==> config.mk <==
export PLATFORM = sky130hd
export DESIGN_NAME = lineRobotTop
export DESIGN_NICKNAME = d
export VERILOG_FILES = /design/src/rtl/robotPkg.sv /design/src/rtl/timerIf.sv /design/src/rtl/lineSampler.sv /design/src/rtl/phaseTimer.sv /design/src/rtl/navigationControl.sv /design/src/rtl/statusDisplay.sv /design/src/rtl/motorDrive.sv /design/src/rtl/lineRobotTop.sv
export VERILOG_INCLUDE_DIRS = /design/src /design/src/rtl
export SDC_FILE = /design/constraint.sdc
export NUM_CORES = 1
export LEC_CHECK = 0
export BUFFER_PORTS_ARGS = -buffer_cell sky130_fd_sc_hd__buf_2
export CORE_MARGIN = 3
export CORE_UTILIZATION = 60
export CTS_CLUSTER_DIAMETER = 120
export CTS_CLUSTER_SIZE = 28
export DETAILED_ROUTE_END_ITERATION = 8
export GPL_ROUTABILITY_DRIVEN = 0
export PLACE_DENSITY = 0.87
export SLEW_MARGIN = 20
export SYNTH_ARGS = -nofsm -noshare
export SYNTH_HDL_FRONTEND = slang
export SYNTH_HIERARCHICAL = 1
export SYNTH_SLANG_ARGS = --single-unit
==> constraint.sdc <==
create_clock -name clk -period 4 [get_ports clk]
set_input_delay 0.6 -clock clk [delete_from_list [all_inputs] [get_ports clk]]
set_output_delay 0.6 -clock clk [all_outputs]
set_load 0.05 [all_outputs]
==> src/rtl/robot_config.svh <==
`ifndef ROBOT_CONFIG_SVH
`define ROBOT_CONFIG_SVH

// clock cycles per timer tick
`define TICK_CYCLES 16
// cycles a sensor pattern has to stay stable
`define FILTER_CYCLES 3

// phase lengths in ticks
`define COUNT_TICKS 3
`define PAUSE_TICKS 2
`define TIMER_W 4

// lamp rotation and back blink half-period
`define LAMP_CYCLES 32

// motor pwm, high cycles per period
`define PWM_PERIOD 16
`define DUTY_FULL 12
`define DUTY_SLOW 4

`endif

==> src/rtl/robotPkg.sv <==
package robotPkg;

    // sensor pattern, left mid right
    typedef enum logic [2:0] {
        ROAD_LOST     = 3'b000,
        ROAD_EDGE_R   = 3'b001,
        ROAD_STRAIGHT = 3'b010,
        ROAD_RIGHT    = 3'b011,
        ROAD_EDGE_L   = 3'b100,
        ROAD_FORK     = 3'b101,
        ROAD_LEFT     = 3'b110,
        ROAD_CROSS    = 3'b111
    } roadPattern_t;

    typedef enum logic [3:0] {
        IDLE, START, COUNT, STRAIGHT, CHOOSE, LEFT, RIGHT, BACK,
        NUDGE_LEFT, NUDGE_RIGHT, STOP, FAULT
    } navState_t;

    // 0 to 9 are numerals
    typedef logic [3:0] digitCode_t;

    localparam digitCode_t DIGIT_P     = 4'd10;
    localparam digitCode_t DIGIT_BLANK = 4'd11;
    localparam digitCode_t DIGIT_S     = 4'd12;
    localparam digitCode_t DIGIT_L     = 4'd13;
    localparam digitCode_t DIGIT_B     = 4'd14;
    localparam digitCode_t DIGIT_R     = 4'd15;
    localparam digitCode_t DIGIT_ZERO  = 4'd0;

endpackage

==> src/rtl/timerIf.sv <==
`timescale 1ns/1ps
`include "robot_config.svh"

interface timerIf;

    logic                req;
    logic                ack;
    // ticks counted so far in this phase
    logic [`TIMER_W-1:0] elapsed;
    logic                tickPulse;

    modport controller (output req, input ack);
    modport timer (input req, output ack, output elapsed, output tickPulse);
    modport monitor (input req, input ack, input elapsed, input tickPulse);

endinterface

==> src/rtl/lineSampler.sv <==
`timescale 1ns/1ps
`include "robot_config.svh"

module lineSampler import robotPkg::*; (
    input  logic         clk,
    input  logic         rst,
    input  logic         leftTrack,
    input  logic         midTrack,
    input  logic         rightTrack,
    output roadPattern_t road
);

    localparam int CNT_W = $clog2(`FILTER_CYCLES + 1);

    logic [2:0]       syncA;
    logic [2:0]       syncB;
    // last synchronized pattern and how long it has held
    logic [2:0]       cand;
    logic [CNT_W-1:0] stableCnt;

    always_ff @(posedge clk or posedge rst) begin
        if (rst) begin
            syncA     <= 3'b000;
            syncB     <= 3'b000;
            cand      <= 3'b000;
            stableCnt <= '0;
            road      <= ROAD_LOST;
        end else begin
            syncA <= {leftTrack, midTrack, rightTrack};
            syncB <= syncA;
            if (syncB != cand) begin
                cand      <= syncB;
                stableCnt <= CNT_W'(1);
            end else if (stableCnt < CNT_W'(`FILTER_CYCLES - 1)) begin
                stableCnt <= stableCnt + 1'b1;
            end else begin
                road <= roadPattern_t'(cand);
            end
        end
    end

endmodule

==> src/rtl/phaseTimer.sv <==
`timescale 1ns/1ps
`include "robot_config.svh"

module phaseTimer #(
    parameter int lengthTicks = 3
) (
    input  logic  clk,
    input  logic  rst,
    timerIf.timer tmr
);

    localparam int PRESC_W = $clog2(`TICK_CYCLES);
    localparam logic [`TIMER_W-1:0] LEN = `TIMER_W'(lengthTicks);

    logic [PRESC_W-1:0] presc;
    logic               running;

    // counting only until the full length is reached
    assign running       = tmr.req && !tmr.ack && (tmr.elapsed != LEN);
    assign tmr.tickPulse = running && (presc == PRESC_W'(`TICK_CYCLES - 1));

    always_ff @(posedge clk or posedge rst) begin
        if (rst) begin
            presc       <= '0;
            tmr.elapsed <= '0;
            tmr.ack     <= 1'b0;
        end else if (!tmr.req) begin
            // req dropped, release ack and start over
            presc       <= '0;
            tmr.elapsed <= '0;
            tmr.ack     <= 1'b0;
        end else begin
            if (running) begin
                presc <= tmr.tickPulse ? '0 : presc + 1'b1;
            end
            if (tmr.tickPulse) begin
                tmr.elapsed <= tmr.elapsed + 1'b1;
            end
            if (tmr.elapsed == LEN) begin
                tmr.ack <= 1'b1;
            end
        end
    end

    ackNeedsReq: assert property (@(posedge clk) disable iff (rst)
        $rose(tmr.ack) |-> $past(tmr.req));

    elapsedBounded: assert property (@(posedge clk) disable iff (rst)
        tmr.elapsed <= LEN);

endmodule

==> src/rtl/navigationControl.sv <==
`timescale 1ns/1ps

module navigationControl import robotPkg::*; (
    input  logic              clk,
    input  logic              rst,
    input  logic              run,
    input  roadPattern_t      road,
    output navState_t         state,
    output navState_t         memory,
    timerIf.controller        countTmr,
    timerIf.controller        pauseTmr
);

    navState_t  nextState;
    navState_t  nextMemory;
    logic       inFollow;
    // one mark per state group, set once a non-cross pattern was seen
    logic       followMark;
    logic       chooseMark;
    logic       leftMark;
    logic       rightMark;
    logic [1:0] rightCnt;
    logic       rightDone;

    assign inFollow = state inside {STRAIGHT, NUDGE_LEFT, NUDGE_RIGHT};

    always_comb begin
        nextState  = state;
        nextMemory = memory;
        case (state)
            IDLE: if (run) nextState = START;
            START: if (road == ROAD_STRAIGHT) nextState = COUNT;
            COUNT: if (countTmr.ack) nextState = STRAIGHT;
            STRAIGHT, NUDGE_LEFT, NUDGE_RIGHT: begin
                case (road)
                    ROAD_LOST: begin
                        nextState  = STOP;
                        nextMemory = BACK;
                    end
                    ROAD_EDGE_R: nextState = NUDGE_RIGHT;
                    ROAD_EDGE_L: nextState = NUDGE_LEFT;
                    ROAD_CROSS: nextState = followMark ? CHOOSE : STRAIGHT;
                    default: nextState = STRAIGHT;
                endcase
            end
            CHOOSE: begin
                if (road == ROAD_FORK) begin
                    nextState  = STOP;
                    nextMemory = LEFT;
                end else if (road == ROAD_CROSS && chooseMark) begin
                    nextState = STRAIGHT;
                end
            end
            LEFT: begin
                if (road == ROAD_FORK) begin
                    nextState  = STOP;
                    nextMemory = RIGHT;
                end else if (road == ROAD_CROSS && leftMark) begin
                    nextState  = STOP;
                    nextMemory = STRAIGHT;
                end
            end
            RIGHT: begin
                if (road == ROAD_FORK && rightDone) begin
                    nextState = FAULT;
                end else if (road == ROAD_CROSS && rightMark && rightDone) begin
                    nextState  = STOP;
                    nextMemory = STRAIGHT;
                end
            end
            BACK: begin
                if (road == ROAD_CROSS) begin
                    nextState  = STOP;
                    nextMemory = LEFT;
                end
            end
            STOP: if (pauseTmr.ack) nextState = memory;
            default: nextState = state;
        endcase
        if (!run) begin
            nextState  = IDLE;
            nextMemory = IDLE;
        end
    end

    always_ff @(posedge clk or posedge rst) begin
        if (rst) begin
            state        <= IDLE;
            memory       <= IDLE;
            countTmr.req <= 1'b0;
            pauseTmr.req <= 1'b0;
        end else begin
            state  <= nextState;
            memory <= nextMemory;
            // a new request waits until the previous ack is gone
            countTmr.req <= (nextState == COUNT) && !countTmr.ack;
            pauseTmr.req <= (nextState == STOP) && !pauseTmr.ack;
        end
    end

    always_ff @(posedge clk or posedge rst) begin
        if (rst) begin
            followMark <= 1'b0;
            chooseMark <= 1'b0;
            leftMark   <= 1'b0;
            rightMark  <= 1'b0;
        end else begin
            if ((inFollow && road != ROAD_CROSS) || (state == COUNT && countTmr.ack)) begin
                followMark <= 1'b1;
            end else if (!inFollow) begin
                followMark <= 1'b0;
            end
            chooseMark <= (state == CHOOSE) && (chooseMark || road != ROAD_CROSS);
            leftMark   <= (state == LEFT) && (leftMark || road != ROAD_CROSS);
            rightMark  <= (state == RIGHT) && (rightMark || road != ROAD_CROSS);
        end
    end

    // right turn is confirmed by three crossing samples in a row
    always_ff @(posedge clk or posedge rst) begin
        if (rst) begin
            rightCnt  <= 2'd0;
            rightDone <= 1'b0;
        end else if (state != RIGHT) begin
            rightCnt  <= 2'd0;
            rightDone <= 1'b0;
        end else if (road == ROAD_CROSS) begin
            if (rightCnt != 2'd3) rightCnt <= rightCnt + 2'd1;
            if (rightCnt >= 2'd2) rightDone <= 1'b1;
        end else begin
            rightCnt <= 2'd0;
        end
    end

    countReqAfterAckLow: assert property (@(posedge clk) disable iff (rst)
        $rose(countTmr.req) |-> !$past(countTmr.ack));

    pauseReqAfterAckLow: assert property (@(posedge clk) disable iff (rst)
        $rose(pauseTmr.req) |-> !$past(pauseTmr.ack));

endmodule

==> src/rtl/statusDisplay.sv <==
`timescale 1ns/1ps
`include "robot_config.svh"

module statusDisplay import robotPkg::*; (
    input  logic             clk,
    input  logic             rst,
    input  navState_t        state,
    input  navState_t        memory,
    input  roadPattern_t     road,
    timerIf.monitor          countMon,
    output logic [15:0]      led,
    output digitCode_t [3:0] digits
);

    localparam int LAMP_W = $clog2(`LAMP_CYCLES);

    logic [LAMP_W-1:0] lampCnt;
    logic              lampWrap;
    logic [2:0]        chooseLamp;
    logic              backBlink;
    logic [4:0]        stateLamp;
    logic [5:0]        bar;
    digitCode_t        memLetter;

    assign lampWrap = (lampCnt == LAMP_W'(`LAMP_CYCLES - 1));

    // one divider serves the choose rotation and the back blink
    always_ff @(posedge clk or posedge rst) begin
        if (rst) begin
            lampCnt    <= '0;
            chooseLamp <= 3'b001;
            backBlink  <= 1'b0;
        end else begin
            lampCnt    <= (state == CHOOSE || state == BACK) ? lampCnt + 1'b1 : '0;
            if (state != CHOOSE) chooseLamp <= 3'b001;
            else if (lampWrap) chooseLamp <= {chooseLamp[1:0], chooseLamp[2]};
            if (state != BACK) backBlink <= 1'b0;
            else if (lampWrap) backBlink <= !backBlink;
        end
    end

    always_comb begin
        case (state)
            START: stateLamp = 5'b00001;
            COUNT: stateLamp = 5'b00010;
            STRAIGHT, NUDGE_LEFT, NUDGE_RIGHT: stateLamp = 5'b01000;
            CHOOSE: stateLamp = {chooseLamp, 2'b00};
            LEFT: stateLamp = 5'b10000;
            RIGHT: stateLamp = 5'b00100;
            STOP: stateLamp = 5'b11100;
            BACK: stateLamp = 5'b01010;
            FAULT: stateLamp = 5'b11111;
            default: stateLamp = 5'b00000;
        endcase
        case (state)
            COUNT, STOP: bar = 6'b111111;
            STRAIGHT: bar = 6'b001100;
            LEFT: bar = 6'b110000;
            RIGHT: bar = 6'b000011;
            BACK: bar = backBlink ? 6'b000000 : 6'b111111;
            default: bar = 6'b000000;
        endcase
    end

    assign led = {stateLamp, 1'b0, bar, 1'b0, road};

    always_comb begin
        case (memory)
            STRAIGHT: memLetter = DIGIT_S;
            LEFT: memLetter = DIGIT_L;
            RIGHT: memLetter = DIGIT_R;
            BACK: memLetter = DIGIT_B;
            default: memLetter = DIGIT_BLANK;
        endcase
        case (state)
            IDLE: digits = {DIGIT_S, DIGIT_BLANK, DIGIT_BLANK, DIGIT_BLANK};
            // remaining countdown ticks in the last digit
            COUNT: digits = {DIGIT_BLANK, DIGIT_BLANK, DIGIT_BLANK,
                             digitCode_t'(`COUNT_TICKS - countMon.elapsed)};
            STOP, BACK: digits = {DIGIT_P, DIGIT_ZERO, DIGIT_ZERO, memLetter};
            default: digits = {DIGIT_P, DIGIT_ZERO, DIGIT_ZERO, DIGIT_ZERO};
        endcase
    end

endmodule

==> src/rtl/motorDrive.sv <==
`timescale 1ns/1ps
`include "robot_config.svh"

module motorDrive import robotPkg::*; (
    input  logic       clk,
    input  logic       rst,
    input  navState_t  state,
    output logic [1:0] leftDir,
    output logic [1:0] rightDir,
    output logic       leftPwm,
    output logic       rightPwm
);

    localparam int PWM_W = $clog2(`PWM_PERIOD);
    localparam logic [1:0] FWD = 2'b10;
    localparam logic [1:0] REV = 2'b01;
    localparam logic [1:0] HALT = 2'b00;

    logic [PWM_W-1:0] pwmCnt;
    logic [1:0]       leftDirNext;
    logic [1:0]       rightDirNext;
    // one extra bit so a duty of a full period still fits
    logic [PWM_W:0]   leftDuty;
    logic [PWM_W:0]   rightDuty;

    always_comb begin
        leftDirNext  = HALT;
        rightDirNext = HALT;
        leftDuty     = '0;
        rightDuty    = '0;
        case (state)
            STRAIGHT, NUDGE_LEFT, NUDGE_RIGHT, CHOOSE, BACK: begin
                leftDirNext  = FWD;
                rightDirNext = FWD;
                leftDuty     = (state == NUDGE_LEFT) ? (PWM_W+1)'(`DUTY_SLOW)
                                                     : (PWM_W+1)'(`DUTY_FULL);
                rightDuty    = (state == NUDGE_RIGHT) ? (PWM_W+1)'(`DUTY_SLOW)
                                                      : (PWM_W+1)'(`DUTY_FULL);
            end
            LEFT: begin
                leftDirNext  = REV;
                rightDirNext = FWD;
                leftDuty     = (PWM_W+1)'(`DUTY_FULL);
                rightDuty    = (PWM_W+1)'(`DUTY_FULL);
            end
            RIGHT: begin
                leftDirNext  = FWD;
                rightDirNext = REV;
                leftDuty     = (PWM_W+1)'(`DUTY_FULL);
                rightDuty    = (PWM_W+1)'(`DUTY_FULL);
            end
            default: ;
        endcase
    end

    always_ff @(posedge clk or posedge rst) begin
        if (rst) begin
            pwmCnt   <= '0;
            leftDir  <= HALT;
            rightDir <= HALT;
            leftPwm  <= 1'b0;
            rightPwm <= 1'b0;
        end else begin
            pwmCnt   <= (pwmCnt == PWM_W'(`PWM_PERIOD - 1)) ? '0 : pwmCnt + 1'b1;
            leftDir  <= leftDirNext;
            rightDir <= rightDirNext;
            leftPwm  <= {1'b0, pwmCnt} < leftDuty;
            rightPwm <= {1'b0, pwmCnt} < rightDuty;
        end
    end

endmodule

==> src/rtl/lineRobotTop.sv <==
`timescale 1ns/1ps
`include "robot_config.svh"

module lineRobotTop import robotPkg::*; (
    input  logic        clk,
    input  logic        rst,
    input  logic        run,
    input  logic        leftTrack,
    input  logic        midTrack,
    input  logic        rightTrack,
    output logic [15:0] led,
    output logic [15:0] digitCodes,
    output logic [1:0]  leftDir,
    output logic [1:0]  rightDir,
    output logic        leftPwm,
    output logic        rightPwm
);

    roadPattern_t     road;
    navState_t        state;
    navState_t        memory;
    digitCode_t [3:0] digits;

    timerIf countIf ();
    timerIf pauseIf ();

    lineSampler uSampler (.clk(clk), .rst(rst), .leftTrack(leftTrack),
        .midTrack(midTrack), .rightTrack(rightTrack), .road(road));

    navigationControl uNav (.clk(clk), .rst(rst), .run(run), .road(road),
        .state(state), .memory(memory), .countTmr(countIf.controller),
        .pauseTmr(pauseIf.controller));

    // countdown and stop pause share one timer design
    phaseTimer #(.lengthTicks(`COUNT_TICKS)) uCountTimer (.clk(clk), .rst(rst),
        .tmr(countIf.timer));
    phaseTimer #(.lengthTicks(`PAUSE_TICKS)) uPauseTimer (.clk(clk), .rst(rst),
        .tmr(pauseIf.timer));

    statusDisplay uDisplay (.clk(clk), .rst(rst), .state(state), .memory(memory),
        .road(road), .countMon(countIf.monitor), .led(led), .digits(digits));

    motorDrive uMotor (.clk(clk), .rst(rst), .state(state), .leftDir(leftDir),
        .rightDir(rightDir), .leftPwm(leftPwm), .rightPwm(rightPwm));

    // first digit lands in the top nibble
    assign digitCodes = digits;

endmodule

Yosys cells after proc, flatten, opt, wreduce, memory -nomap -nowiden
Cells that the tools add are included.
{"block": "totals", "register_bits": 68}
{"block": "op_classes", "add_sub_neg": 9, "n_eq_ne": 51, "n_reduce_logical": 44, "order_cmp": 4, "bitwise_logic": 2, "muxes": 64}
{"op": "2-to-1 mux 4 bit", "count": 32}
{"op": "one-hot mux 15 bit (3 select lines)", "count": 1}
{"op": "one-hot mux 5 bit (9 select lines)", "count": 1}
{"op": "one-hot mux 4 bit (9 select lines)", "count": 1}
{"op": "== test 4 bit, second input constant", "count": 8}
{"op": "one-hot mux 6 bit (5 select lines)", "count": 1}
{"op": "== test 4 x 3 -> 1 bit, second input constant", "count": 7}
{"op": "== test 4 x 2 -> 1 bit, second input constant", "count": 6}
{"op": "inequality test 3 bit, second input constant", "count": 7}
{"op": "adder 4 x 1 -> 4 bit, second input constant", "count": 5}
{"op": "one-hot mux 4 bit (5 select lines)", "count": 1}
{"op": "one-hot mux 5 bit (2 select lines)", "count": 2}
{"op": "logical AND 1 bit", "count": 18}
{"op": "one-hot mux 4 bit (4 select lines)", "count": 1}
{"op": "inequality test 2 x 1 -> 1 bit, second input constant", "count": 6}
{"op": "inequality test 4 x 3 -> 1 bit, second input constant", "count": 3}
{"op": "one-hot mux 3 bit (4 select lines)", "count": 1}
{"op": "OR reduction 6 bit", "count": 2}
{"op": "2-to-1 mux 1 bit", "count": 11}
{"op": "< comparator 4 x 5 -> 1 bit", "count": 2}
{"op": "2-to-1 mux 2 bit", "count": 5}
{"op": "nonzero test 2 bit", "count": 5}
{"op": "== test 3 bit, second input constant", "count": 3}
{"op": "2-to-1 mux 3 bit", "count": 3}
{"op": "other kinds (28)", "count": 42}

Longest topological paths before layout
Gate-level depths: netlist of the first run.
{"block": "depth", "word_depth": 9, "mapped_depth": 7, "ltp_nobuf": 6}

Cells and area by module
Netlist of the first run, hierarchy kept.
{"mod": "navigationControl", "seq_area_each_um2": 400.4, "area_per_inst_um2": 1206.2, "cells_each": 136, "instances": 1}
{"mod": "statusDisplay", "seq_area_each_um2": 226.5, "area_per_inst_um2": 842.1, "cells_each": 109, "instances": 1}
{"mod": "phaseTimer (uPauseTimer)", "seq_area_each_um2": 225.2, "area_per_inst_um2": 511.7, "cells_each": 52, "instances": 1}
{"mod": "phaseTimer (uCountTimer)", "seq_area_each_um2": 225.2, "area_per_inst_um2": 495.5, "cells_each": 51, "instances": 1}
{"mod": "motorDrive", "seq_area_each_um2": 250.2, "area_per_inst_um2": 465.4, "cells_each": 41, "instances": 1}
{"mod": "lineSampler", "seq_area_each_um2": 350.3, "area_per_inst_um2": 457.9, "cells_each": 28, "instances": 1}

Least setup slack after synthesis of the first run
No wires, ideal clock.
{"block": "synth_timing", "kind": "flip-flop to output port", "start": "reg uNav.state[3]", "end": "out digitCodes[14]", "path_slack_ns": 0.020, "stages_incl_launch_ff": 4, "arrival_ns": 3.380, "t_required_ns": 3.400, "path_cell_list": "dfrtp_1 -> nor3_1 -> nand2b_1 -> inv_1"}
{"block": "synth_via", "elab_chain_len": 3, "word_cells_on_any_way": 6}
{"element": "from (decl)", "line_no": "navigationControl.sv:8", "source": "output navState_t state,"}
{"element": "from (signal assigned)", "line_no": "navigationControl.sv:93", "source": "state <= nextState;"}
{"element": "== test 4 bit / == test 4 x 3 -> 1 bit (equally long branches)", "line_no": "statusDisplay.sv:75", "source": "case (state)"}
{"element": "OR reduction 2 bit", "line_no": "statusDisplay.sv:75"}
{"element": "one-hot mux 15 bit (3 select lines) *", "line_no": "statusDisplay.sv:75"}
{"element": "to (decl)", "line_no": "lineRobotTop.sv:12", "source": "output logic [15:0] digitCodes,"}
Every way passes the cells marked *; elsewhere a longest branch is shown, timed or not.

Worst setup path in the final report of the first run
{"block": "layout_timing", "start": "reg uNav.state[0]", "end": "out digitCodes[0]"}
Same word-level chain as after synthesis.

==> metrics.csv, run 1 <==
metric,value,unit
status,finished clean,
placed cell area,4050,µm²
core area,6170,µm²
critical path class,reg -> out,
# diodes,0,
FILL cells,474,
Worst Tran Pin Value,1020,ps
clock latency on the worst-skew pair,350,ps
# placed instances,495,
final worst setup slack,910,ps
leakage,1.97,nW
CTS tree,yes,
Crit Reg-Reg Endpoint,uNav/countTmr.req$_DFF_PP0_,
Die X,87.3,µm
die height,87.3,µm
Setup Skew,5.15,ps
"Avg Cell Area, Syn",9.56,µm²
Final setup viols,0,
first drt pass iteration count,5,
Reg2Reg Depth,5,
I/O Buffers,38,
Post-Layout Cell Count,511,
# IOs,44,
grt ovf,0,
pwr dens,445,nW/µm²
critical-path maximum fanout,36,
H-Tree Depth,3,
period utilization,0.772,
vias in the first global route,2987,
Root Driver,clkbuf_8,
Final ANT Viol Nets,0,
total negative slack,0,ps
post-layout min period,3090,ps
CTS max path bufs,2,
Via Count,3152,
"Data arrival, critical path",2490,ps
wire length after detailed routing,8180,µm
layout cell share with drive strength beyond 1,0.186,
post-DR wirelength/cell,16.0,µm
Num CTS Buffers,9,
RR Startpoint,uNav/state[2]$_DFF_PP0_,
WP data required,3400,ps
initial cell density of the core,0.643,
hold buffer count at cts,0,
RSZ-0062 raised after global routing,no,
f_max,324,MHz
"Hold Violations, Final",0,
Die ar.,7620,µm²
relative slew slack,0.318,
Worst setup EP type,output port,
pre-CTS WS,1350,ps
Worst-path clk slew,70,ps
clock sink count,67,
Total Nets Final,449,
r2r setup slk,1460,ps
yosys warns,6,
final instance area,4220,µm²
HP Class,in -> async,
first-pass GRT wire length,13700,µm
area delta synth->final,6.50,%
quantity of gates resized following cts,0,
crit path launch type,flop,
Crit. Startpoint,uNav/state[0]$_DFF_PP0_,
setup repair bufs after CTS,0,
maxcap violations,0,
DRC,0,
Synth Instances,415,
Vias/cell,6.17,
Final Max Slew Viols,0,
WHS,288,ps
DR iter-0 viols,318,
HPWL after DPL,5770,µm
synthesized area,3970,µm²
std cell rows,28,
largest net degree at the start of global routing,39,
VDD IR max,0.275,mV
GRT Total Usage,0.228,
antenna violations before repair,0,
## worst max-delay path, cell delays in order (launching register included)
cell and delay, ps:
dfrtp_1 760, nor3_1 810, nand2_1 140, o21ai_0 130
buf_2 300
## flip-flops by register name, summed over array words and instances (netlist names), 4 cells and up
signal                   count
uDisplay/lampCnt             5
uPauseTimer/presc            4
uNav/state                   4
uCountTimer/presc            4
uPauseTimer/tmr.elapsed      4
uCountTimer/tmr.elapsed      4
uMotor/pwmCnt                4
## layer usage
metal,vias to the layer above,track usage,share of wire
li1,1503,-,-
met1,1508,0.295,0.44
met2,124,0.364,0.47
met3,17,0.0492,0.066
met4,0,0.107,0.024
met5,-,0,0
## placed cells by master, fill, tap and decap left out, drive strengths merged, types with 3 or more instances in the layout
cell type,n
a211o,3
a21o,5
a21oi,18
a311oi,4
a31oi,6
a32o,3
and2,5
and3,11
buf,39
clkbuf,10
clkinv,4
conb,6
dfrtp,66
ha,12
inv,29
mux2,3
mux2i,9
nand2,18
nand2b,11
nand3,20
nand3b,3
nand4,7
nor2,27
nor2b,4
nor3,8
nor3b,6
nor4,4
o211ai,3
o21a,6
o21ai,25
o31ai,6
or2,4
or3b,3
or4,4
xnor2,5
xor2,8
## how the worst max path moves through the flow
stage               cells after the start        endpoint  slack [ps]
floorplan                               3  digitCodes[14]          20
global placement                        5   digitCodes[3]        1480
detailed placement                      4   digitCodes[0]        1350
CTS                                     4   digitCodes[0]         920
global route                            4   digitCodes[0]         680
finish                                  4   digitCodes[0]         910
## cell type report
cell class	instances	area, µm²	share of cell area
clock buffer	10	138	0.0326
inverter	28	105	0.0249
multi-input combinational	286	1970	0.467
tap	75	93.8	0.0222
clock inverter	6	40.0	0.00948
timing repair buffer	39	198	0.0468
sequential	67	1680	0.397
## power breakdown
group / switching, mW / internal, mW / total (mW)
sequential: 0.0953 / 0.709 / 0.804
combinational: 0.422 / 0.142 / 0.565
clock: 0.269 / 0.241 / 0.510
## metrics by stage
step	util	total power, mW
2_1_floorplan	-	1.30
3_3_place_gp	0.656	1.36
3_5_place_dp	0.656	1.37
4_1_cts	0.685	1.88
5_1_grt	0.685	1.97
6_report	0.685	1.88
(Power assumes the default switching activity.)
==> inputs of run 2 (changes only) <==
--- a/config.mk
+++ b/config.mk
@@ -8,12 +8,12 @@
 export LEC_CHECK = 0
 export BUFFER_PORTS_ARGS = -buffer_cell sky130_fd_sc_hd__buf_2
 export CORE_MARGIN = 3
-export CORE_UTILIZATION = 60
+export CORE_UTILIZATION = 53
 export CTS_CLUSTER_DIAMETER = 120
 export CTS_CLUSTER_SIZE = 28
 export DETAILED_ROUTE_END_ITERATION = 8
 export GPL_ROUTABILITY_DRIVEN = 0
-export PLACE_DENSITY = 0.87
+export PLACE_DENSITY = 0.82
 export SLEW_MARGIN = 20
 export SYNTH_ARGS = -nofsm -noshare
 export SYNTH_HDL_FRONTEND = slang
==> constraint.sdc (replaced) <==
create_clock -name clk -period 2.84 [get_ports clk]
set_input_delay 0.426 -clock clk [delete_from_list [all_inputs] [get_ports clk]]
set_output_delay 0.426 -clock clk [all_outputs]
set_load 0.05 [all_outputs]
==> run 2 against run 1 <==
Compared with the run above:
- global-route usage down 3.4 points
- clock skew up 2.6 ps
- critical endpoint unchanged
- non-clock buffer count up 5
- final area up 2.0%
- largest power group unchanged
- core utilization down 7.1 points
- sequential share of layout area down 0.77 points
- worst setup slack worse by 710 ps
- hold slack worse by 190 ps
- total power up 42%
==> metrics.csv, run 2 (synthesis gave the netlist of run 1 again) <==
metric,value,unit
status,finished clean,
Seq pwr share,0.412,
total negative slack,0,ps
"Hold Violations, Final",0,
"Critical Path, Cell by Cell",nor3b_1 > o21ai_0 > o21ai_0 > buf_2,
RSZ-0062 raised after global routing,no,
vias in the first global route,2905,
Vias/cell,5.98,
Root Driver,clkbuf_8,
clock sink count,67,
Num CTS Buffers,9,
quantity of gates resized following cts,0,
core area,7020,µm²
wire length after detailed routing,8090,µm
setup repair bufs after CTS,0,
multi-input logic area,1980,µm²
antenna violations before repair,0,
first drt pass iteration count,5,
"commonest non-fill, non-tap cells in the layout","66 x dfrtp_1, 38 x buf_2, 27 x inv_1, 27 x nor2_1, 25 x o21ai_0",
critical path class,reg -> out,
Via Count,3213,
Final ANT Viol Nets,0,
Most common cell on crit path,o21ai_0,
HP Class,in -> async,
leakage,1.99,nW
pwr dens,618,nW/µm²
family with the most delay on the worst path,flip-flops,
Max stage delay on crit path,820,ps
max reg flops,5,
final worst setup slack,204,ps
Worst setup EP type,output port,
switching portion of total power,0.415,
Comb pwr share,0.313,
DR iter-0 viols,309,
Worst-path clk slew,80,ps
Die ar.,8560,µm²
Worst Tran Pin Value,930,ps
register name with the most flops,uDisplay/lampCnt,
WHS,97.1,ps
post-layout min period,2640,ps
relative slew slack,0.380,
clock latency on the worst-skew pair,350,ps
worst path bufs/invs,1,
Final setup viols,0,
crit path launch type,flop,
DRC,0,
die height,92.5,µm
std cell rows,30,
hold buffer count at cts,0,
# diodes,0,
Crit-path slowest cell,dfrtp_1,
clock power share,0.275,
grt ovf,0,
CTS max path bufs,2,
Die X,92.5,µm
Total Nets Final,454,
# IOs,44,
FILL cells,599,
HPWL after DPL,5590,µm
Internal,1.56,mW
maxcap violations,0,
"Data arrival, critical path",2210,ps
critical-path maximum fanout,23,
WP data required,2410,ps
area delta synth->final,8.61,%
Net Switching,1.11,mW
f_max,379,MHz
Final Max Slew Viols,0,
VDD IR max,0.505,mV
I/O Buffers,38,
Setup Skew,7.70,ps
CTS tree,yes,
GRT Total Usage,0.194,
post-DR wirelength/cell,15.1,µm
FF/Latch Area,1680,µm²
layout cell share with drive strength beyond 1,0.197,
H-Tree Depth,3,
period utilization,0.928,
pre-CTS WS,529,ps
largest net degree at the start of global routing,36,
"commonest non-fill, non-tap cell in the layout",dfrtp_1,
initial cell density of the core,0.565,
first-pass GRT wire length,13400,µm
## run 2: cell count changes in the layout (fill, tap and decap cells not counted), sizes merged
cell	before	now
clkinvlp	1	3
buf	39	44
clkinv	4	2
## run 2: per-stage QoR
step	util	instance area [µm²]	instances	power [mW]
4_1_cts	0.614	4310	537	2.68
6_report	0.614	4310	537	2.66
3_5_place_dp	0.587	4120	521	1.94
5_1_grt	0.614	4310	537	2.80
3_3_place_gp	0.587	4120	521	1.93
2_1_floorplan	-	3990	418	1.84
## run 2: layout make-up
type	count	area share
Timing Repair Buffer	44	0.0546
Clock inverter	6	0.0113
Inverter	28	0.0244
Clock buffer	10	0.0319
Sequential cell	67	0.389
Multi-Input combinational cell	286	0.460
Tap cell	96	0.0279
## run 2: routing by layer
layer | track usage | part of all wire | up-vias
met2 | 0.302 | 0.46 | 162
met3 | 0.0642 | 0.089 | 18
li1 | - | - | 1513
met4 | 0.0606 | 0.015 | 0
met5 | 0 | 0 | -
met1 | 0.257 | 0.44 | 1520
## run 2: path summary, 6_finish.rpt
| kind | start | end | slack, ps | cells after the start |
|---|---|---|---|---|
| setup / recovery | uNav/state[3]$_DFF_PP0_ | digitCodes[0] | 200 | 4 |
| hold / removal | rst | uDisplay/lampCnt[4]$_DFF_PP0_ | 100 | 2 |
| max in group asynchronous | rst | uNav/rightCnt[0]$_DFFE_PP0P_ | 2190 | 2 |
| setup reg to reg | uNav/state[1]$_DFF_PP0_ | uNav/countTmr.req$_DFF_PP0_ | 370 | 6 |
| min in group clk | midTrack | uSampler/syncA[1]$_DFF_PP0_ | 180 | 1 |
| hold reg to reg | uSampler/syncA[2]$_DFF_PP0_ | uSampler/syncB[2]$_DFF_PP0_ | 350 | 0 |
## run 2: power groups by stage
stage | logic (mW) | registers [mW] | clock network [mW]
after floorplan | 0.744 | 1.09 | 0
after global placement | 0.819 | 1.11 | 0
final | 0.834 | 1.10 | 0.733
after detailed placement | 0.827 | 1.11 | 0
after CTS | 0.830 | 1.09 | 0.759
after global routing | 0.884 | 1.11 | 0.807
